**src/include/exe_macros.svh**
```systemverilog
`ifndef EXE_MACROS_SVH
`define EXE_MACROS_SVH

// Datapath width
`define EXE_XLEN          32

////////////////////
// Major opcodes
`define EXE_OP_SPECIAL    6'h00   // R-type, decoded by funct
`define EXE_OP_ADDI       6'h08
`define EXE_OP_ADDIU      6'h09
`define EXE_OP_SLTI       6'h0a
`define EXE_OP_SLTIU      6'h0b
`define EXE_OP_ANDI       6'h0c   // Zero-extended immediate
`define EXE_OP_ORI        6'h0d   // Zero-extended immediate
`define EXE_OP_XORI       6'h0e   // Zero-extended immediate
`define EXE_OP_LUI        6'h0f
`define EXE_OP_SPECIAL2   6'h1c   // mul
`define EXE_OP_SPECIAL3   6'h1f   // bshfl

////////////////////
// SPECIAL funct codes
`define EXE_FN_SLL        6'h00
`define EXE_FN_SRL        6'h02   // rotr when rotate bit set
`define EXE_FN_SRA        6'h03
`define EXE_FN_SLLV       6'h04
`define EXE_FN_SRLV       6'h06   // rotrv when rotate bit set
`define EXE_FN_SRAV       6'h07
`define EXE_FN_MFHI       6'h10
`define EXE_FN_MTHI       6'h11
`define EXE_FN_MFLO       6'h12
`define EXE_FN_MTLO       6'h13
`define EXE_FN_MULT       6'h18
`define EXE_FN_MULTU      6'h19
`define EXE_FN_ADD        6'h20
`define EXE_FN_ADDU       6'h21
`define EXE_FN_SUB        6'h22
`define EXE_FN_SUBU       6'h23
`define EXE_FN_AND        6'h24
`define EXE_FN_OR         6'h25
`define EXE_FN_XOR        6'h26
`define EXE_FN_NOR        6'h27
`define EXE_FN_SLT        6'h2a
`define EXE_FN_SLTU       6'h2b

// SPECIAL2 / SPECIAL3
`define EXE_FN2_MUL       6'h02   // Low word only, HI/LO untouched
`define EXE_FN3_BSHFL     6'h20
`define EXE_BSHFL_SEB     5'h10   // Sub-op in the sa field
`define EXE_BSHFL_SEH     5'h18

// Rotate select bits
`define EXE_ROT_BIT       21      // srl -> rotr, rs field lsb
`define EXE_ROTV_BIT      6       // srlv -> rotrv, sa field lsb

`endif

```
**src/logic/exePkg.sv**
```systemverilog
`default_nettype none

`include "exe_macros.svh"

package exePkg;

	// Datapath word for operands, results, HI and LO
	typedef logic [`EXE_XLEN-1:0] word_t;

	typedef logic [4:0] shamt_t;  // Shift amount
	typedef logic [5:0] opcode_t; // instr[31:26]
	typedef logic [5:0] funct_t;  // instr[5:0]

	////////////////////
	// ALU operations with fixed 5-bit codes
	typedef enum logic [4:0] {
		ALU_ADD      = 5'd0,
		ALU_SUB      = 5'd1,
		ALU_MULT     = 5'd2,  // Signed 64-bit product
		ALU_AND      = 5'd3,
		ALU_OR       = 5'd4,
		ALU_XOR      = 5'd5,
		ALU_NOR      = 5'd6,
		ALU_SLL      = 5'd7,
		ALU_SRL      = 5'd8,
		ALU_ROTR     = 5'd9,
		ALU_SRA      = 5'd10,
		ALU_SEH      = 5'd11,
		ALU_ADDU     = 5'd12,
		ALU_MULTU    = 5'd13, // Unsigned 64-bit product
		ALU_SLT      = 5'd14,
		ALU_SEB      = 5'd15,
		ALU_SLTU     = 5'd16,
		ALU_SLLV     = 5'd17, // Variable shifts take the whole of a
		ALU_SRLV     = 5'd18,
		ALU_SRAV     = 5'd19,
		ALU_ROTRV    = 5'd20,
		ALU_MOVE     = 5'd21, // Passes operand a
		ALU_RESERVED = 5'd31  // Unknown instruction gives one
	} aluOp_t;

	// What an instruction does to HI/LO
	typedef enum logic [1:0] {
		HILO_NONE,
		HILO_BOTH, // Multiply writes both
		HILO_HI,   // mthi
		HILO_LO    // mtlo
	} hiLoSel_t;

endpackage

`default_nettype wire

```
**src/logic/resultReg.sv**
```systemverilog
`timescale 1ns/10ps
`default_nettype none

module resultReg (
	input  wire logic          clk,
	input  wire logic          arstN,
	input  wire logic          inValid,
	output logic               inReady,
	output logic               accept,   // Input transfer this cycle
	input  wire exePkg::word_t resultIn,
	input  wire logic          zeroIn,
	output logic               outValid,
	input  wire logic          outReady,
	output exePkg::word_t      result,
	output logic               zero
);

	////////////////////
	// Handshake

	// Room when empty or drained this same edge
	assign inReady = !outValid || outReady;
	assign accept  = inValid && inReady;

	// One-entry stage
	always_ff @(posedge clk or negedge arstN) begin
		if (!arstN) begin
			outValid <= 1'b0;
			result   <= '0;   // Outputs read zero after reset
			zero     <= 1'b0;
		end else if (accept) begin
			outValid <= 1'b1;     // Replaces any entry being taken
			result   <= resultIn;
			zero     <= zeroIn;
		end else if (outReady) begin
			outValid <= 1'b0;     // Taken with nothing new behind it
		end
	end

endmodule

`default_nettype wire

```
**config.mk**
```make
export PLATFORM = sky130hd
export DESIGN_NAME = resultReg
export DESIGN_NICKNAME = d
export VERILOG_FILES = /design/src/logic/exePkg.sv /design/src/logic/resultReg.sv
export VERILOG_INCLUDE_DIRS = /design/src /design/src/include
export SDC_FILE = /design/constraint.sdc
export NUM_CORES = 1
export LEC_CHECK = 0
export BUFFER_PORTS_ARGS = -buffer_cell sky130_fd_sc_hd__buf_4
export CAP_MARGIN = 20
export CORE_MARGIN = 5
export CORE_UTILIZATION = 40
export CTS_CLUSTER_DIAMETER = 100
export CTS_CLUSTER_SIZE = 8
export DETAILED_ROUTE_END_ITERATION = 10
export GPL_ROUTABILITY_DRIVEN = 1
export PLACE_DENSITY_LB_ADDON = 0.3
export SLEW_MARGIN = 30
export SYNTH_ARGS = -nofsm -noshare
export SYNTH_HDL_FRONTEND = slang
export SYNTH_SLANG_ARGS = --single-unit
```
**constraint.sdc**
```tcl
create_clock -name clk -period 1.2 [get_ports clk]
set_clock_uncertainty 0.1 [all_clocks]
set_input_delay 0.24 -clock clk [delete_from_list [all_inputs] [get_ports clk]]
set_output_delay 0.24 -clock clk [all_outputs]
set_load 0.005 [all_outputs]
```
; ---- Yosys cells after proc, flatten, opt, wreduce, memory -nomap -nowiden
; Index checks and enable logic that the tools add are counted.
[classes]
n_mux = 2
reduce_logical = 4
[ops]
columns = operator, count
row1 = $mux 1, 2
row2 = $reduce_bool 2->1, 1
row3 = $logic_and 1x1->1, 1
row4 = $logic_not 1->1, 1
row5 = $logic_or 1x1->1, 1
[totals]
ff_bits = 34
output_inout_bits = 36
elab_cells = 9

; ---- Longest topological paths before layout
; Gate-level depths: netlist (run 1).
[logic_depth]
ltp_word = 4
ltp_mapped = 4
ltp_nobuf = 3

; ---- Least setup slack after synthesis (run 1)
; OpenSTA, ideal clock, no wires.
[synth_timing]
path_kind = flip-flop to flip-flop
start = register outValid
end = register result[0]
setup_ns = 0.125
t_arrival_ns = 1.038
t_required_ns = 0.975
setup_slack_ns = -0.063
path_stages_with_launch = 5
period_less_slack_ns = 1.263
cell_sequence = dfrtp_1 > nand2b_4 > nand2_4 > buf_6 > mux2_4
[synth_via]
elab_chain_cells = 3
[synth_rtl]
columns = element, line
row1 = "start, declared", resultReg.sv:12  ; output logic outValid,
row2 = "start signal, assigned", resultReg.sv:28  ; outValid <= 1'b0;
row3 = "start signal, assigned", resultReg.sv:32  ; outValid <= 1'b1;
row4 = "start signal, assigned", resultReg.sv:36  ; outValid <= 1'b0;
row5 = $logic_not 1->1, resultReg.sv:22  ; assign inReady = !outValid || outReady;
row6 = $logic_or 1x1->1, resultReg.sv:22
row7 = net inReady, resultReg.sv:8  ; output logic inReady,
row8 = $logic_and 1x1->1, resultReg.sv:23  ; assign accept = inValid && inReady;
row9 = "end signal, assigned", resultReg.sv:33  ; result <= resultIn;
row10 = "end, declared", resultReg.sv:14  ; output exePkg::word_t result,
; The timed path passes the listed nets, and every way through them passes these cells.
; A chain may end at the register's enable or synchronous reset.

; ---- Worst setup path in the final report (run 1)
[layout_timing]
start = register outValid
end = output port accept
[layout_via]
elab_chain_cells = 3
[layout_rtl]
columns = element, line
row1 = $logic_not 1->1, resultReg.sv:22
row2 = $logic_or 1x1->1, resultReg.sv:22
row3 = $logic_and 1x1->1, resultReg.sv:23
row4 = "end, declared", resultReg.sv:9  ; output logic accept,
; Every way passes these cells.

==> metrics.yaml, run 1 <==
m1WireLength_um: 1260
fin_hold_ws_ns: 0.0403
dpl_worst_slack_ns: -0.107
hold-path-cell-count: 2
multi_input_area_um2: 520
routed-via-count: 1019
setup_slack_ns: -0.270
worst_pin_slew_ns: 0.426
ios: 73
outcome: "finished with violations"
fin_nets: 219
r2r_cells: 5
syn_nets: 111
register_area_um2: 851
p_clk_frac: 0.204
area_growth_pct: 75.6
cts_inserted_buffers: 5
die_h_um: 69.2
p_leak_nw: 1.28
die_area_um2: 4780
num_rows: 21
slew_headroom: 0.716
ys_seq_area_frac: 0.608
nFillCells: 245
drv_cap: 0
tritoncts: "yes"
violations: "setup timing"
antenna_found_initial: 0
drt_iter0_drc: 21
wl_per_cell_um: 15.4
clk_path_buf_depth: 2
worstPathArrival_ns: 1.13
yosys_warnings: 0
synthesis.area_um2: 1400
power.density_nw_per_um2: 1270
final.period_utilization: 1.23
power.total_mw: 3.13
worstPathRequired_ns: 0.86
cts_root_buffer: "clkbuf_4"
synth.distinct_cells: 8
min_path_type: "input pin to register"
hold_end: "result[20]"
finalWirelength_um: 3520
final.min_clock_period_ns: 1.47
grt_pass1_wl_um: 5460
cts_sinks: 34
internal_power_mw: 2.38
grt_pass1_vias: 1127
hp-start: "resultIn[20]"
startpoint_type: "register"
track_usage: 0.146
highest_layer: "met4"
crit_chain: "nand2b_4, nand2_8, buf_12, clkinv_4, buf_6"
hold_violations: 0
critical_path_class: "register to primary output"
overflow: 0
drive_above_1_share: 0.798
via_per_inst: 4.45
dr.pass1.iters: 4
reg2reg_from: "outValid"
synth_seq_cells: 34
dr_wl_met3_um: 175
grt_max_degree: 35
ir_worst_vdd_v: 0.000684
hpwl_um: 2350
crit_slowest_cell: "dfrtp_1"
die_x_um: 69.2
power.share.switching: 0.240
syn_area_per_cell_um2: 18.9
power.switching_mw: 0.749
path_clk_slew_ns: 0.10
rsz0062_at_grt: "true"
start_util: 0.416
power_frac_seq: 0.461
timing.fmax_ghz: 0.680
clock_latency_ns: 0.32
core_area_um2: 3360
h-tree-depth: 2
critPathMaxFanout: 2
setup_viol_count_final: 38
n_antenna_cell: 0
ff2ff_setup_slack_ns: -0.25
drc: 0
tns_ns: -7.36
cpPeakStageDelay_ns: 0.42
cp-end-kind: "primary output"
io_buffers: 72
pwr-share-comb: 0.336
postRouteAntennaNets: 0
maxSlewViolCount: 0
gp_congestion: 0.705
synth_cells: 74
met2_length_um: 2000
r2r-end: "result[13]"
[layout by cell type, fill, tap and decap left out, drive strengths merged]
cell,n
clkinv,2
nand2b,2
buf,102
dlygate4sd3,1
nand2,1
clkbuf,8
mux2,33
dfrtp,34
[synth_stat cells (all sizes together)]
cell type / n / share of area
inv: 1 / 0.0027
mux2: 33 / 0.34
buf: 3 / 0.024
dfrtp: 34 / 0.61
nand2b: 2 / 0.014
nand2: 1 / 0.0080
[metal layers]
metal,vias up,track usage
li1,469,-
met1,504,0.150
met2,36,0.272
met3,10,0.0392
met4,0,0.0651
met5,-,0
[power by group through the flow]
stage                     registers, mW  clock network [mW]  logic, mW
after floorplan                    1.43                   0      0.318
after global placement             1.43                   0      0.752
after detailed placement           1.43                   0      0.765
after CTS                          1.43               0.668      0.993
after global routing               1.46               0.719       1.12
final                              1.44               0.636       1.05
[critical path: cells and delay by family, from the launching register on]
kind	cells	cell delay (ns)
DFF	1	0.42
and+or+nand+nor	2	0.16
buffers and inverters	3	0.22
[metrics by stage]
step / utilization / instance area (µm²) / instances
2_1_floorplan: - / 1420 / 74
3_3_place_gp: 0.608 / 2040 / 195
3_5_place_dp: 0.608 / 2040 / 195
4_1_cts: 0.706 / 2370 / 223
5_1_grt: 0.731 / 2460 / 229
6_report: 0.731 / 2460 / 229
[layout make-up]
cell class                 instances  area share
sequential                        34       0.346
inverter                           1     0.00356
clock buffer                       7      0.0224
tap                               46      0.0234
multi-input combinational         36       0.212
clock inverter                     1     0.00204
timing repair buffer             104       0.391
[flip-flops by register name (all words and copies together), names as in the netlist]
signal    flops
outValid      1
result       32
zero          1
[kinds of logic after synthesis]
family / after synthesis / synth area share
buffers and inverters: 4 / 0.0268
flip-flops: 34 / 0.608
multiplexers: 33 / 0.343
AND/OR/NAND/NOR: 3 / 0.0223
[timing repair]
action,CTS,global route
cloned,0,1
hold endpoints to repair,34,0
setup buffers,20,5
gates resized for setup,33,6
hold buffers,1,0
endpoints found under the setup margin,67,69
pin swaps,1,1
[worst max path at each step]
stage,from,to,slack (ns),depth (start not counted)
4_1_cts,outValid,accept,-0.31,5
2_1_floorplan,outValid,result[0],-0.05,4
3_3_place_gp,outReady,result[22],-0.08,5
3_5_place_dp,outReady,result[13],-0.11,5
5_1_grt,outValid,accept,-0.34,5
6_report,outValid,accept,-0.27,5
Power figures use the tool's default switching activity.
==> run 2: changes to the inputs <==
Settings changed: ABC_AREA set to 1, CORE_UTILIZATION 40 to 39.
==> run 2 against run 1 <==
  * The flow still finishes with violations (setup timing)
  * Worst setup slack better by 0.032 ns
  * Sequential share of layout area is 0.59 points higher
  * Area after synthesis down 1.9%
  * Clock power is 22% higher
  * Critical path type unchanged
  * Critical endpoint unchanged
==> metrics.yaml, run 2 <==
final_common_cell: "nand2_1"
syn_area_per_cell_um2: 9.28
synth_edf_count: 0
cp-end-kind: "primary output"
largest_reg_flops: 32
setup_slack_ns: -0.239
synth_top_area_frac: 0.619
clk_path_buf_depth: 2
synth_ff_type: "dfrtp_1"
grt_pass1_wl_um: 6420
worstPathRequired_ns: 0.86
finalWirelength_um: 4130
yosys_warnings: 0
die_h_um: 69.4
worstPathArrival_ns: 1.10
overflow: 0
fin_nets: 287
cts_inserted_buffers: 5
cts_sinks: 34
path_clk_slew_ns: 0.10
power.density_nw_per_um2: 1310
syn_nets: 185
synth_cells: 148
hpwl_um: 2580
ys_top_cells_by_count: "67 x nand2_1, 34 x dfrtp_1, 33 x nand3_1"
synth_seq_cells: 34
synthArstFlopShare: 1.00
area_growth_pct: 76.0
grt_max_degree: 35
synthTopCellsByArea: "dfrtp_1 62%, nand2_1 18%, nand3_1 12%"
layout_common_cells: "67 x nand2_1, 63 x buf_4, 37 x buf_6"
dpl_worst_slack_ns: 0.0419
violations: "setup timing"
ys_seq_area_frac: 0.619
gp_congestion: 0.700
die_area_um2: 4810
synth.distinct_cells: 9
worst_pin_slew_ns: 0.421
nFillCells: 262
final_util: 0.719
critPathMaxFanout: 4
drive_above_1_share: 0.462
setup_viol_count_final: 52
drt_iter0_drc: 99
n_antenna_cell: 0
hold_violations: 0
h-tree-depth: 2
ir_worst_vdd_v: 0.000761
routed-via-count: 1383
critical_path_class: "register to primary output"
tritoncts: "yes"
via_per_inst: 4.66
maxSlewViolCount: 0
final.period_utilization: 1.20
startpoint_type: "register"
final.min_clock_period_ns: 1.44
drv_cap: 0
top_register: "result"
io_buffers: 72
p_leak_nw: 1.34
drc: 0
start_util: 0.408
grt_pass1_vias: 1275
clock_latency_ns: 0.33
cts_root_buffer: "clkbuf_4"
antenna_found_initial: 0
track_usage: 0.168
fin_area_um2: 2420
outcome: "finished with violations"
yosysMostFrequentCell: "nand2_1"
min_path_type: "input pin to register"
dr.pass1.iters: 4
num_rows: 21
top_regs: "result (32), outValid (1), zero (1)"
ios: 73
synthesis.area_um2: 1370
die_x_um: 69.4
synth_top_area_cell: "dfrtp_1"
rsz0062_at_grt: "true"
timing.fmax_ghz: 0.695
postRouteAntennaNets: 0
slew_headroom: 0.719
fin_hold_ws_ns: 0.0225
wl_per_cell_um: 13.9
placed_area_um2: 1950
core_area_um2: 3360
run 2: report_power, final:
| part | total, mW | switching (mW) | leakage [nW] | internal (mW) |
|---|---|---|---|---|
| sequential | 1.42 | 0.120 | 0.416 | 1.30 |
| combinational | 0.955 | 0.340 | 0.879 | 0.615 |
| clock | 0.779 | 0.378 | 0.0446 | 0.400 |
| total | 3.16 | 0.838 | 1.34 | 2.32 |
run 2: timing repair:
item / CTS / global route
pin swaps: 1 / 1
resized for setup: 40 / 4
endpoints found under the setup margin: 36 / 69
setup buffers: 11 / 15
endpoints found under the hold margin: 34 / 0
cloned: 0 / 1
hold buffers: 1 / 0
run 2: layer usage:
metal | vias up | GRT usage | part of all wire
met3 | 6 | 0.0710 | 0.088
met2 | 56 | 0.247 | 0.48
met4 | 0 | 0.0586 | 0.013
li1 | 672 | - | -
met5 | - | 0 | 0
met1 | 649 | 0.220 | 0.41
run 2: worst max-delay path: stages, from the launching register on:
cell and delay (ns):
dfrtp_1 0.42, nand2_4 0.14, nand2_8 0.06, inv_2 0.06, buf_6 0.08
run 2: worst paths after layout:
path	startpoint	cells past startpoint	endpoint	slack, ns
max in group asynchronous	arstN	2	result[9]	0.42
setup reg to reg	outValid	6	result[27]	-0.09
setup / recovery	outValid	4	accept	-0.24
min in group asynchronous	arstN	2	result[4]	0.28
hold / removal	resultIn[26]	3	result[26]	0.02
hold reg to reg	result[17]	2	result[17]	0.40
run 2: logic make-up after synthesis:
logic type	synth area share
and+or+nand+nor	0.320
DFF	0.619
buffers and inverters	0.0610
run 2: stage by stage:
step | power (mW) | cells | setup TNS, ns
final | 3.16 | 297 | -2.62
after CTS | 3.06 | 282 | -1.41
after detailed placement | 2.07 | 262 | 0
after global placement | 2.06 | 262 | 0
after global routing | 3.33 | 297 | -5.41
after floorplan | 1.65 | 148 | 0
run 2: cell type report:
class | count | area [µm²] | area share
clock buffers | 8 | 78.8 | 0.0326
inverters | 2 | 7.51 | 0.00311
multi-input cells | 102 | 448 | 0.185
flip-flops and latches | 34 | 851 | 0.352
well taps | 46 | 57.6 | 0.0238
repair buffers | 105 | 975 | 0.403
