**config.mk**
```make
export PLATFORM = sky130hd
export DESIGN_NAME = hiLoRegs_flat
export DESIGN_NICKNAME = d
export VERILOG_FILES = /design/src/logic/exePkg.sv /design/src/logic/aluCmdIf.sv /design/src/logic/hiLoRegs.sv /design/src/flat_wrapper.sv
export VERILOG_INCLUDE_DIRS = /design/src /design/src/include
export SDC_FILE = /design/constraint.sdc
export NUM_CORES = 1
export LEC_CHECK = 0
export BUFFER_PORTS_ARGS = -buffer_cell sky130_fd_sc_hd__buf_4
export CAP_MARGIN = 20
export CORE_MARGIN = 1
export CORE_UTILIZATION = 42
export DETAILED_ROUTE_END_ITERATION = 7
export PLACE_DENSITY = 0.82
export SKIP_CTS_REPAIR_TIMING = 1
export SKIP_LAST_GASP = 1
export SYNTH_ARGS = -nofsm -noshare
export SYNTH_HDL_FRONTEND = slang
export SYNTH_SLANG_ARGS = --single-unit
```
**constraint.sdc**
```tcl
create_clock -name clk -period 0.9 [get_ports clk]
set_input_delay 0.09 -clock clk [delete_from_list [all_inputs] [get_ports clk]]
set_output_delay 0.09 -clock clk [all_outputs]
set_load 0.01 [all_outputs]
```
**src/include/exe_macros.svh**
```systemverilog
`ifndef EXE_MACROS_SVH
`define EXE_MACROS_SVH

// Datapath width
`define EXE_XLEN          32

////////////////////
// Major opcodes
`define EXE_OP_SPECIAL    6'h00   // R-type, decoded by funct
`define EXE_OP_ADDI       6'h08
`define EXE_OP_ADDIU      6'h09
`define EXE_OP_SLTI       6'h0a
`define EXE_OP_SLTIU      6'h0b
`define EXE_OP_ANDI       6'h0c   // Zero-extended immediate
`define EXE_OP_ORI        6'h0d   // Zero-extended immediate
`define EXE_OP_XORI       6'h0e   // Zero-extended immediate
`define EXE_OP_LUI        6'h0f
`define EXE_OP_SPECIAL2   6'h1c   // mul
`define EXE_OP_SPECIAL3   6'h1f   // bshfl

////////////////////
// SPECIAL funct codes
`define EXE_FN_SLL        6'h00
`define EXE_FN_SRL        6'h02   // rotr when rotate bit set
`define EXE_FN_SRA        6'h03
`define EXE_FN_SLLV       6'h04
`define EXE_FN_SRLV       6'h06   // rotrv when rotate bit set
`define EXE_FN_SRAV       6'h07
`define EXE_FN_MFHI       6'h10
`define EXE_FN_MTHI       6'h11
`define EXE_FN_MFLO       6'h12
`define EXE_FN_MTLO       6'h13
`define EXE_FN_MULT       6'h18
`define EXE_FN_MULTU      6'h19
`define EXE_FN_ADD        6'h20
`define EXE_FN_ADDU       6'h21
`define EXE_FN_SUB        6'h22
`define EXE_FN_SUBU       6'h23
`define EXE_FN_AND        6'h24
`define EXE_FN_OR         6'h25
`define EXE_FN_XOR        6'h26
`define EXE_FN_NOR        6'h27
`define EXE_FN_SLT        6'h2a
`define EXE_FN_SLTU       6'h2b

// SPECIAL2 / SPECIAL3
`define EXE_FN2_MUL       6'h02   // Low word only, HI/LO untouched
`define EXE_FN3_BSHFL     6'h20
`define EXE_BSHFL_SEB     5'h10   // Sub-op in the sa field
`define EXE_BSHFL_SEH     5'h18

// Rotate select bits
`define EXE_ROT_BIT       21      // srl -> rotr, rs field lsb
`define EXE_ROTV_BIT      6       // srlv -> rotrv, sa field lsb

`endif

```
**src/logic/exePkg.sv**
```systemverilog
`default_nettype none

`include "exe_macros.svh"

package exePkg;

	// Datapath word for operands, results, HI and LO
	typedef logic [`EXE_XLEN-1:0] word_t;

	typedef logic [4:0] shamt_t;  // Shift amount
	typedef logic [5:0] opcode_t; // instr[31:26]
	typedef logic [5:0] funct_t;  // instr[5:0]

	////////////////////
	// ALU operations with fixed 5-bit codes
	typedef enum logic [4:0] {
		ALU_ADD      = 5'd0,
		ALU_SUB      = 5'd1,
		ALU_MULT     = 5'd2,  // Signed 64-bit product
		ALU_AND      = 5'd3,
		ALU_OR       = 5'd4,
		ALU_XOR      = 5'd5,
		ALU_NOR      = 5'd6,
		ALU_SLL      = 5'd7,
		ALU_SRL      = 5'd8,
		ALU_ROTR     = 5'd9,
		ALU_SRA      = 5'd10,
		ALU_SEH      = 5'd11,
		ALU_ADDU     = 5'd12,
		ALU_MULTU    = 5'd13, // Unsigned 64-bit product
		ALU_SLT      = 5'd14,
		ALU_SEB      = 5'd15,
		ALU_SLTU     = 5'd16,
		ALU_SLLV     = 5'd17, // Variable shifts take the whole of a
		ALU_SRLV     = 5'd18,
		ALU_SRAV     = 5'd19,
		ALU_ROTRV    = 5'd20,
		ALU_MOVE     = 5'd21, // Passes operand a
		ALU_RESERVED = 5'd31  // Unknown instruction gives one
	} aluOp_t;

	// What an instruction does to HI/LO
	typedef enum logic [1:0] {
		HILO_NONE,
		HILO_BOTH, // Multiply writes both
		HILO_HI,   // mthi
		HILO_LO    // mtlo
	} hiLoSel_t;

endpackage

`default_nettype wire

```
**src/logic/aluCmdIf.sv**
```systemverilog
`timescale 1ns/10ps
`default_nettype none

// One decoded ALU command
interface aluCmdIf;

	exePkg::aluOp_t   op;
	exePkg::word_t    a;
	exePkg::word_t    b;
	exePkg::shamt_t   shamt;   // Fixed shift amount
	exePkg::hiLoSel_t hiLoSel;

	// Decoder builds the command
	modport decoder (output op, output a, output b, output shamt, output hiLoSel);

	// ALU consumes it
	modport alu (input op, input a, input b, input shamt);

	// mthi/mtlo data comes in on operand a
	modport hilo (input hiLoSel, input a);

endinterface

`default_nettype wire

```
**src/logic/hiLoRegs.sv**
```systemverilog
`timescale 1ns/10ps
`default_nettype none

module hiLoRegs (
	input  wire logic          clk,
	input  wire logic          arstN,
	input  wire logic          accept,    // Instruction taken this edge
	aluCmdIf.hilo              cmd,
	input  wire exePkg::word_t product,   // Low product word
	input  wire exePkg::word_t productHi,
	output exePkg::word_t      hi,
	output exePkg::word_t      lo
);

	// Written at the accept edge, so the next instruction reads the new value
	always_ff @(posedge clk or negedge arstN) begin
		if (!arstN) begin
			hi <= '0;
			lo <= '0;
		end else if (accept) begin
			case (cmd.hiLoSel)
				exePkg::HILO_BOTH: begin  // mult, multu
					hi <= productHi;
					lo <= product;
				end
				exePkg::HILO_HI: hi <= cmd.a; // mthi
				exePkg::HILO_LO: lo <= cmd.a; // mtlo
				default: ;                    // Everything else including mul
			endcase
		end
	end

endmodule

`default_nettype wire

```
**src/flat_wrapper.sv**
```systemverilog
// flat-port wrapper written by rule: the top's interface ports become plain ports
module hiLoRegs_flat 
  (clk, arstN, accept, product, productHi, hi, lo, cmd_hiLoSel, cmd_a);
  aluCmdIf cmd_i ();
  input  wire logic clk;
  input  wire logic arstN;
  input  wire logic accept;
  input  wire exePkg::word_t product;
  input  wire exePkg::word_t productHi;
  output exePkg::word_t hi;
  output exePkg::word_t lo;
  input wire logic [$bits(cmd_i.hiLoSel)-1:0] cmd_hiLoSel;
  input wire logic [$bits(cmd_i.a)-1:0] cmd_a;
  assign cmd_i.hiLoSel = cmd_hiLoSel;
  assign cmd_i.a = cmd_a;
  hiLoRegs u_core (.clk(clk), .arstN(arstN), .accept(accept), .cmd(cmd_i), .product(product), .productHi(productHi), .hi(hi), .lo(lo));
endmodule
```
* Word-level counts from Yosys, hierarchy flattened
Index checks and enable logic that the tools add are counted.
Word-level totals: logic and storage cells 11, input port bits 101, bits in registers 64
Cells by class: reduce and logical (&&, ||, !) cells 4, eq/ne operators 3, muxes and demuxes 2
Operators by type and width (number):
- 32-bit one-hot mux with 2 select lines | 2
- 2-bit == test, second input constant | 2
- 2-bit AND reduction | 2
- 2-bit nonzero test | 2
- 2-bit by 1-bit == test with 1-bit output, second input constant | 1

* Depth between registers and ports, before layout
Gate-level depths: netlist (run 1).
depth in word-level cells 3, mapped depth 7

* Worst setup path before layout (run 1)
No wires, ideal clock.
path kind input-to-reg, start point input cmd_hiLoSel[0], end point register u_core.lo[10], buffers on the path 3, setup time 0.126 ns, data arrival time 1.044 ns, stages on the path 7, path slack -0.270 ns, cell sequence ha_1 -> buf_6 -> or2_1 -> buf_6 -> buf_6 -> o32ai_1 -> nor2_1
On the way: cells in the longest elaborated chain, start to end 3, elaborated cells between the ends (all ways) 5
RTL lines:
- start, declared | line flat_wrapper.sv:12 | input wire logic [$bits(cmd_i.hiLoSel)-1:0] cmd_hiLoSel;
- 2-bit by 1-bit == test with 1-bit output / 2-bit == test (equally long branches) | line hiLoRegs.sv:21 | case (cmd.hiLoSel)
- 2-bit nonzero test (no source line)
- 2-bit AND reduction (no source line)
- end signal, assigned | line hiLoRegs.sv:24 | lo <= product;
- end signal, assigned | line hiLoRegs.sv:27 | exePkg::HILO_LO: lo <= cmd.a;
- end, declared | line hiLoRegs.sv:12 | output exePkg::word_t lo
Several ways; a longest one is shown, not always the timed one. A chain may end at the register's enable or synchronous reset.

* Worst setup path after layout (run 1)
start point register u_core.lo[2], end point output lo[2]
RTL lines:
- end, declared | line flat_wrapper.sv:11 | output exePkg::word_t lo;
No word-level cell between the ends.

==> results of run 1 <==
final timing paths:
path	slack, ns	to	cells after the start
worst min-delay path	0.02	u_core.lo[5]	3
worst max register to register	-0.02	u_core.lo[17]	3
max in group asynchronous	0.25	u_core.lo[24]	3
worst max-delay path	-0.09	lo[2]	1
min in group asynchronous	0.20	u_core.hi[5]	2
worst min register to register	0.51	u_core.hi[24]	2
sequential cells by signal, summed over array words and instances, names as in the netlist:
register,cells
u_core.lo,32
u_core.hi,32
logic make-up (layout without fill, tap and decap cells):
group,after synthesis,count (layout),share of synthesized area [%]
AND/OR/NAND/NOR,68,68,8.56
flip-flops,64,64,52.7
adder cells (fa/ha/maj),3,3,1.23
buffers and inverters,31,243,5.96
multiplexers,32,32,10.5
AO/OA/AOI/OAI,96,96,21.1
power groups by stage:
stage / Sequential, uW / Combinational, uW / Clock [uW]
after detailed placement: 3910 / 2960 / 0
after global placement: 3880 / 2890 / 0
after CTS: 3870 / 2970 / 3150
after global routing: 3970 / 4200 / 3320
final: 3920 / 3920 / 3140
after floorplan: 4120 / 1110 / 0
layout by cell type (no fill, tap or decap), drive strengths merged:
cell,count
o22ai,32
nor2,32
o21ai,32
bufinv,3
nand2b,1
nand2,34
clkinvlp,1
dlygate4sd3,1
clkinv,1
o32ai,32
mux2i,32
dfrtp,64
buf,224
or2,1
clkbuf,11
inv,2
ha,3
per-stage QoR:
stage	power (uW)	setup WS, ns	instances
finish	11000	-0.0883	602
global route	11500	-0.125	602
CTS	9990	-0.114	563
detailed placement	6870	-0.407	547
global placement	6770	-0.376	547
floorplan	5240	-0.166	294
metal layers:
layer | vias up | global-route usage [%]
li1 | 1502 | -
met1 | 1606 | 33.5
met2 | 140 | 42.2
met3 | 12 | 5.59
met4 | 0 | 7.90
met5 | - | 0
tightest hold or removal path, delay by kind of cell:
family,cells,cell delay [ns]
buffers and inverters,1,0.09
and+or+nand+nor,1,0.08
AOI/OAI and AO/OA,1,0.05
cell type report:
class                   count  area share, %
flip-flops and latches     64           28.4
multi-input cells         199           27.5
clock inverters             5           1.82
clock buffers              11           2.69
repair buffers            225           37.2
inverters                   2          0.222
well taps                  96           2.13
==> results summary, run 1 <==
The final-layout setup total negative slack is -3.21 ns. The final wirelength is 10.9 mm. Net switching is 29.0% of the power. The filler cells instantiated in the layout total 421. The count of mapped cells out of synthesis is 294.

The post-CTS clock slew at the launch and capture registers of the worst setup and hold paths came out at 0.08 ns. The floorplan die width came out at 87.1 um. The die area is 7590 um^2.

The TritonCTS clock tree is yes. The share of the core filled with cells is 81.5%. The largest fanout of any net on the critical path came out at 3. On the worst path, the slowest cell contributes a delay of 0.43 ns. Of all cell types, the one taking the most synthesized area is sky130_fd_sc_hd__dfrtp_1. The number of flip-flops and latches in the synthesized netlist came out at 64. The total internal power came out at 7790 uW.

The standard cell core area came out at 6910 um^2. The yosys synthesis warning count is 0. The die is 87.1 um tall. The root cell of the clock tree is sky130_fd_sc_hd__clkbuf_8.

The kind of end point of the critical path is an output port. The worst-case hold slack came out at 0.0209 ns. The number of H-tree levels is 3. The signal arrival time at the worst endpoint came out at 0.90 ns. In this run the remaining antenna-violating nets after routing total 0.

The final count of pins violating max slew came to 0. The number of antenna violations at the first check in global routing came out at 0. The post-synth net total came out at 398. For this run, the detailed router's first-pass iteration total came to 4.

The combinational share of power came out at 35.7%. The wire length the detailed router placed on met1 is 4.47 mm. The synthesized design contains 0 enable-type register cells.

The weighted congestion at the end of routability-driven global placement is 0.797. The fmax came out at 1.01 GHz. The number of global-route vias before repair is 2,987. The mean cell area of the mapped netlist came out at 10.3 um^2. The detailed router placed 3,260 vias in this run. The setup-violating endpoint count in the final report is 67. The number of clock buffers inserted by TritonCTS came out at 9. The count of pins on the block boundary is 165.

The min-delay analysis places its worst path in the category primary input to flop. The flow ran to the end, but the final reports show violations. Dividing total power by cell area gives a power density of 1950 nW/um^2. The routed via count divided by cell count came out at 5.42. The critical path is of the flop to output port type.

The repair_antennas step left the layout with diodes totalling 0. The starting density of the core came out at 44.0%. The share of synthesized area in the top cell type comes to 52.7%. No sink is reached through more buffers than the 2 on the longest clock path. The row count is 30. The count of port buffers added during placement is 164. The detailed router used layers up to and including met4. The worst supply voltage drop on vdd is 1.25 mV. The analysis attributes to net switching a power of 3190 uW. The beginning of the worst register-to-register path is u_core.lo[17]. The final count of hold timing violations came out at 0. The commonest cells after synthesis are 64 x sky130_fd_sc_hd__dfrtp_1, 34 x sky130_fd_sc_hd__nand2_1. The CTS sink count came out at 64. The clock skew after layout is 0 ns.

The average wire per standard cell came out at 18.1 um. The relative contribution of the clock network to total power came out at 28.5%. Once detailed placement completed, the half-perimeter wirelength came to 7.12 mm. The signal on the critical path passes through buf_6.

The checks that failed: negative setup slack. The worst slew slack as a fraction of its limit is 74.4%. For this run, asynchronously set or reset flops after synthesis account for 100%. Setup repair after global routing could not meet its margin everywhere.

The kind of cell adding the most delay to the critical path is flip-flops. The combined buffer and inverter count along the critical path came out at 1. In the final layout, the share of cells above drive strength 1 is 55.5%. The cell area that synthesis handed to floorplanning was 3040 um^2. The most critical setup path has its startpoint at u_core.lo[2]. The worst endpoint required time is 0.81 ns. The total overflow reported by the global router is 0. The fraction of power consumed by sequential logic came out at 35.7%. The global-route wire length before repair came out at 14.7 mm. In this run the most critical hold path is launched from cmd_a[5]. Summing all multi-input logic gate instances after layout gives 1550 um^2.

The slew of the pin with the lowest slew margin came out at 0.384 ns. The placed instances occupy a cell area of 4800 um^2. Subtracting the final worst setup slack from the clock period gives 0.988 ns. At the end of the flow, the number of nets in the layout was 605.

Across all setup checks in the final design, the least slack found is -0.0883 ns. The latest clock arrival within the worst-skew pair is 0.32 ns. The most used flip-flop cell after synthesis is sky130_fd_sc_hd__dfrtp_1. The register area came out at 1600 um^2.

The critical-path cell with the highest stage delay is sky130_fd_sc_hd__dfrtp_1. The area growth from synthesis to layout is 85.2%. The largest net degree at the start of global routing came out at 35. Detailed routing placed a total of 5.66 mm of wire on met2. The total of max-cap violations is 0.

The overall routing resource usage came out at 25.5%. The sequential area share after synthesis is 52.7%. In the post-synthesis netlist, the biggest area contributors are sky130_fd_sc_hd__dfrtp_1 53%, sky130_fd_sc_hd__mux2i_1 11%, sky130_fd_sc_hd__o32ai_1 9.2%, sky130_fd_sc_hd__o22ai_1 6.6%, sky130_fd_sc_hd__nand2_1 4.2%. Synthesis instantiated 17 different standard cells from the library. The area of all placed cells without fillers came out at 5630 um^2. The DRC violation total after the first TritonRoute iteration is 147. The kind of start point of the critical path is a flop.

The final critical path takes up 110% of the cycle. For this run, design rule violations remaining after detail routing come to 0. The leakage power of the design is 0.00263 uW. Detailed routing placed a total of 642 um of wire on met3.

sky130_fd_sc_hd__dfrtp_1 is the most common cell in the netlist.
Note: power is estimated with default switching activity, not from simulation.
==> run 2: changes to the inputs <==
BUFFER_PORTS_ARGS = unset   (was -buffer_cell sky130_fd_sc_hd__buf_4)
CORE_UTILIZATION = 49   (was 42)
DONT_BUFFER_PORTS = 1   (was unset)
PLACE_DENSITY = 0.7   (was 0.82)
==> run 2 against run 1 <==
Against the previous run:
- critical path type unchanged
- die area decreased by 14%
- final cell count decreased by 22%
- power decreased by 22%
- critical endpoint is now lo[11]
- the flow finishes with violations (negative hold slack, negative setup slack)
- flip-flop and latch count unchanged
- wire length decreased by 10%
- cell area decreased by 17%
- maximum frequency increased by 2.0%
==> results summary, run 2 (synthesis results as in run 1) <==
The synthesis-to-finish area growth is 53.0%. The clock passes through at most 2 buffers. The critical path goes through buf_6. The final layout contains routed wiring with a total length of 9.81 mm. The standard cell core area came out at 5960 um^2. The largest net degree at the start of global routing came out at 65. The number of detailed-route iterations in the first pass is 4. STA classifies the critical path startpoint as a flop.

The tree is rooted in a sky130_fd_sc_hd__clkbuf_8. The count of pins on the block boundary came out at 165. The kind of cell adding the most delay to the critical path is flip-flops. The count of filler cells inserted in the layout came out at 372. The power density relative to cell area came out at 1840 nW/um^2. The height of the die came out at 80.8 um.

The largest registers in the layout are u_core.hi: 32 flops, u_core.lo: 32 flops. Of the total power, the share spent switching nets is 30.8%. The highest cell delay on the worst timing path came out at 0.41 ns. The worst supply voltage drop on vdd is 1.13 mV.

The average wire per standard cell is 21.0 um. The number of global-route vias before repair came out at 2,237. Buffers inserted during clock tree synthesis total 9. The worst endpoint required time came out at 0.81 ns. The row count came out at 28. By startpoint and endpoint, the worst setup path is classified as flop to output port. Setup repair after global routing could not meet its margin everywhere.

The worst-case hold slack came out at -0.553 ns. In this run the power spent charging and discharging nets is 2650 uW. The combined buffer and inverter count along the critical path came out at 1. The global-route wire length before repair came out at 11.7 mm. The worst slew slack as a fraction of its limit is 79.6%. The final count of pins violating max slew is 0. The routed via count divided by cell count came out at 6.06.

The fmax came out at 1.03 GHz. Detailed routing inserted a total of 2,828 vias. Registers are responsible for 49.8% of the overall power. The worst setup slack after layout came out at -0.0689 ns.

Summed over all layers, the global routing overflow is 0. Counting I/O delays and the setup requirement, the final critical path takes 0.969 ns. For this configuration, the core starts out at a cell density of 51.1%. The count of unresolved DRC violations after routing came out at 0.

The clock skew after layout is 0 ns. The floorplan die width came out at 80.8 um. Global routing consumed, over all layers together, 24.1% of the routing resources. The total internal power is 5940 uW. The count of port buffers added during placement came out at 0. The placed wire-length estimate after detailed placement came out at 5.58 mm. The post-route clock period utilization came out at 108%. The checks that failed: negative hold slack, negative setup slack.

TritonCTS built the clock tree. The relative contribution of the clock network to total power is 29.7%. The total of max-cap violations came out at 0. The final cell count without fillers is 467. The setup-violating endpoint count in the final report is 2. After the first detailed-routing iteration, the DRC count stood at 113. In the layout the commonest cells are 96 x sky130_fd_sc_hd__dlygate4sd3_1, 47 x sky130_fd_sc_hd__dfrtp_1, 33 x sky130_fd_sc_hd__nand2_1. The clock drives 64 sinks. The number of antenna violations at the first check in global routing came out at 0.

The number of diodes added for antenna fixing is 0. The kind of end point of the critical path is an output port. The critical-path cell with the highest stage delay is sky130_fd_sc_hd__dfrtp_1. Counting tap cells, the placed design contains a total of 355 instances. The congestion estimate from routability-driven global placement came to 0.749. The worst slack after detailed placement is -0.250 ns. The count of antenna-violating nets left after detailed routing is 0.

The net count reported at finish came out at 492. The signal arrival time at the worst endpoint is 0.88 ns. The flow ran to the end, but the final reports show violations.

The post-CTS clock slew at the launch and capture registers of the worst setup and hold paths came out at 0.07 ns. The die area is 6530 um^2. The share of final-layout standard cells stronger than drive strength 1 is 21.4%. The combinational share of power is 20.6%. The min-delay analysis places its worst path in the category primary input to asynchronous set/reset pin. The analysis attributes to cell leakage a power of 0.00188 uW. For the pin with the worst max-slew slack, the measured transition is 0.305 ns. The final count of hold timing violations came out at 86.

Of all nets on the critical path, the largest fanout is 3. The latest clock arrival within the worst-skew pair is 0.33 ns. The number of H-tree levels came out at 3. The most common cell after layout, fill and taps aside is sky130_fd_sc_hd__dlygate4sd3_1.
-- run 2: cell types whose count changed in the layout (fill, tap and decap cells not counted), sizes merged --
cell         before  now
buf             224   16
dlygate4sd3       1   96
bufinv            3    1
clkbuf           11   12
clkinv            1    2
clkinvlp          1    0
-- run 2: stage by stage --
step	total power (uW)	setup TNS, ns	utilization, %	hold WS, ns	area, um^2
after floorplan	5240	-5.26	-	-0.206	3380
after global placement	5490	-6.31	58.0	-0.204	3450
after detailed placement	5560	-6.99	58.0	-0.204	3450
after CTS	8120	-0.174	61.4	-0.570	3660
after global routing	9020	-0.338	78.2	-0.582	4650
final	8580	-0.115	78.2	-0.553	4650
-- run 2: metal layers --
| metal | GRT usage [%] | vias to the layer above | share of wire, % |
|---|---|---|---|
| met1 | 31.5 | 1375 | 39 |
| met3 | 10.3 | 19 | 8.3 |
| met4 | 6.61 | 0 | 1.5 |
| met5 | 0 | - | 0 |
| met2 | 36.6 | 158 | 51 |
| li1 | - | 1276 | - |
-- run 2: power by group through the flow --
| stage | sequential, uW | clock (uW) | combinational [uW] |
|---|---|---|---|
| 6_report | 4270 | 2550 | 1770 |
| 5_1_grt | 4350 | 2760 | 1910 |
| 4_1_cts | 4210 | 2610 | 1300 |
| 3_5_place_dp | 4260 | 0 | 1300 |
| 3_3_place_gp | 4240 | 0 | 1250 |
| 2_1_floorplan | 4120 | 0 | 1110 |
-- run 2: layout make-up --
type	instances	area [um^2]	share of cell area, %
flip-flops and latches	64	1620	34.9
multi-input cells	199	1520	32.6
repair buffers	112	1200	25.8
clock buffers	12	165	3.55
well taps	75	93.8	2.02
clock inverters	3	40.0	0.860
inverters	2	12.5	0.269
-- run 2: worst paths after layout --
check	cells past startpoint	slack (ns)	start	end
hold reg to reg	2	0.54	u_core.hi[27]	u_core.hi[27]
max in group asynchronous	0	1.35	arstN	u_core.lo[19]
hold / removal	0	-0.55	arstN	u_core.hi[6]
setup / recovery	1	-0.07	u_core.lo[11]	lo[11]
min in group clk	2	-0.04	accept	u_core.lo[18]
setup reg to reg	2	0.02	u_core.lo[1]	u_core.lo[1]
==> run 3: changes to the inputs <==
PLACE_DENSITY = 0.72   (was 0.7)
clock period = 0.81 ns   (was 0.9 ns; I/O delays follow)
==> run 3 against run 2 <==
Against the previous run:
- the flow still finishes with violations (negative hold slack, negative setup slack)
- clock power is 16% higher
- power is 29% higher
- global-route usage is 1.8 points higher
- final cell count is 12% higher
- sequential power is 6.1% higher
- clock skew stayed put
- utilization is 11 points higher
- sequential share of layout area is 4.7 points lower
- register-to-register slack worse by 0.17 ns
- non-clock buffer count is 55 higher
- critical path depth stayed put
==> results summary, run 3 (synthesis results as in run 1) <==
The floorplan has 28 rows. For this run, the total global-route usage over all layers was measured as 25.9%. The net count of the finished layout is 547.

The count of filler cells inserted in the layout came out at 259. The number of detailed-route iterations in the first pass came out at 4. STA classifies the critical path endpoint as an output port. The average wire per standard cell is 22.1 um. The total of max-cap violations is 0. The analysis attributes to cell leakage a power of 0.00226 uW.

The highest cell delay on the worst timing path is 0.44 ns. The most common cell after layout, fill and taps aside is sky130_fd_sc_hd__dlygate4sd3_1. The core region is 5960 um^2. The combined buffer and inverter count along the critical path is 1. The count of antenna-violating nets left after detailed routing is 0.

Power spread over the standard cell area amounts to 2080 nW/um^2. TritonCTS built the clock tree. For the worst setup path, the data required time is 0.73 ns.

The CTS sink count is 64. The largest registers in the layout are u_core.hi: 32 flops, u_core.lo: 32 flops. The slew of the pin with the lowest slew margin came out at 0.338 ns. On the critical path the largest part of the delay comes from flip-flops. The worst-case hold slack is -0.555 ns. Setup repair after global routing could not meet its margin everywhere. The die area is 6530 um^2. The count of pins on the block boundary came out at 165. Across the VDD grid, the largest voltage drop is 1.31 mV. The register area came out at 1600 um^2. The largest fanout of any net on the critical path came out at 3.

The placed wire-length estimate after detailed placement came out at 5.97 mm. Summing all multi-input logic gate instances after layout gives 1630 um^2. The post-route clock period utilization came out at 123%. In the post-route analysis, the smallest setup slack over all paths is -0.189 ns. The number of clock buffers inserted by TritonCTS is 9. The setup-violating endpoint count in the final report came out at 91. Based on the critical path, the design can be clocked at up to 1.00 GHz. For the finished layout, the period the worst path requires is 0.999 ns. The number of antenna violations at the first check in global routing is 0. For this design, the slowest cell found on the critical path is sky130_fd_sc_hd__dfrtp_1. The number of global-route vias before repair is 2,687. Leaving out fill and tap cells, the most frequent cells in the layout are 84 x sky130_fd_sc_hd__dlygate4sd3_1, 64 x sky130_fd_sc_hd__dfrtp_1, 48 x sky130_fd_sc_hd__buf_6. At the end of routability-driven placement, the weighted congestion stood at 0.852. Cells with a size suffix above 1 make up 32.6% of the layout.

After the first detailed-routing iteration, the DRC count stood at 199. The checks that failed: negative hold slack, negative setup slack. The final count of pins violating max slew is 0.

From bottom edge to top edge, the die measures 80.8 um. From synthesis to final layout, the design area changed by 74.6%. The starting density of the core is 51.1%. CTS placed an instance of sky130_fd_sc_hd__clkbuf_8 at the clock tree root.

STA puts the critical path data arrival time at 0.92 ns. The number of vias in the routed layout came out at 3,157. The final count of hold timing violations came to 85. The share of the core filled with cells came out at 89.2%.

The path type of the worst min-delay path is primary input to asynchronous set/reset pin. The number of H-tree levels came out at 3. The count of unresolved DRC violations after routing is 0. The flow ran to the end, but the final reports show violations. The global-route wire length before repair is 12.7 mm. The number of diodes added for antenna fixing is 0. The latest clock arrival within the worst-skew pair came out at 0.32 ns. The buffer levels on the longest clock path is 2. After layout, the design draws a total of 11,100 uW. Clock-pin slew was measured on the worst setup and hold paths at 0.07 ns. The worst setup path is launched from a flop.

Summed over all layers, the global routing overflow is 0. Summed over all layers, the routed wires come to 11.6 mm. Dividing the detail-routed via count by the number of cells gives 6.04. The path type of the worst setup path is flop to output port.

The floorplan die width came out at 80.8 um. Entering global routing, the biggest net connects 65 pins. The count of port buffers added during placement came out at 0. The clock skew after layout came out at 0 ns.

The worst pin sits at a relative slew slack of 77.4%. Walking the worst path, the cells encountered are buf_6.
## run 3: final cells by class
| class | instances | area share [%] |
|---|---|---|
| Tap cell | 75 | 1.77 |
| Inverter | 2 | 0.236 |
| Timing Repair Buffer | 167 | 33.1 |
| Clock inverter | 2 | 0.660 |
| Multi-Input combinational cell | 199 | 30.7 |
| Clock buffer | 14 | 3.44 |
| Sequential cell | 64 | 30.2 |
## run 3: metrics by stage
stage	area (um^2)	std cells	hold slack, ns	setup slack (ns)	TNS [ns]
6_report	5310	523	-0.555	-0.189	-6.94
5_1_grt	5310	523	-0.575	-0.215	-9.51
4_1_cts	3960	410	-0.573	-0.189	-6.94
3_5_place_dp	3740	394	-0.213	-0.361	-12.56
3_3_place_gp	3740	394	-0.213	-0.337	-11.53
2_1_floorplan	3380	294	-0.215	-0.247	-10.44
## run 3: path summary, 6_finish.rpt
check                         startpoint       endpoint  slack, ns  depth (start not counted)
max                         u_core.lo[3]          lo[3]      -0.19                          1
min                                arstN  u_core.hi[14]      -0.55                          0
max reg2reg                 u_core.lo[2]   u_core.lo[2]      -0.15                          4
min reg2reg                u_core.hi[21]  u_core.hi[21]       0.52                          2
max in group asynchronous          arstN  u_core.hi[10]       1.26                          0
min in group clk                  accept  u_core.lo[15]      -0.06                          2
## run 3: routing by layer
metal	track usage, %	vias up	share of wire, %
met5	0	-	0
met4	11.6	0	3.0
met3	7.19	34	5.7
met2	43.7	157	54
met1	30.9	1576	37
li1	-	1390	-
## run 3: where the power goes
group | total, uW | switching [uW] | internal (uW)
combinational | 3590 | 1460 | 2130
clock | 2950 | 1190 | 1760
sequential | 4530 | 716 | 3810
total | 11100 | 3370 | 7700
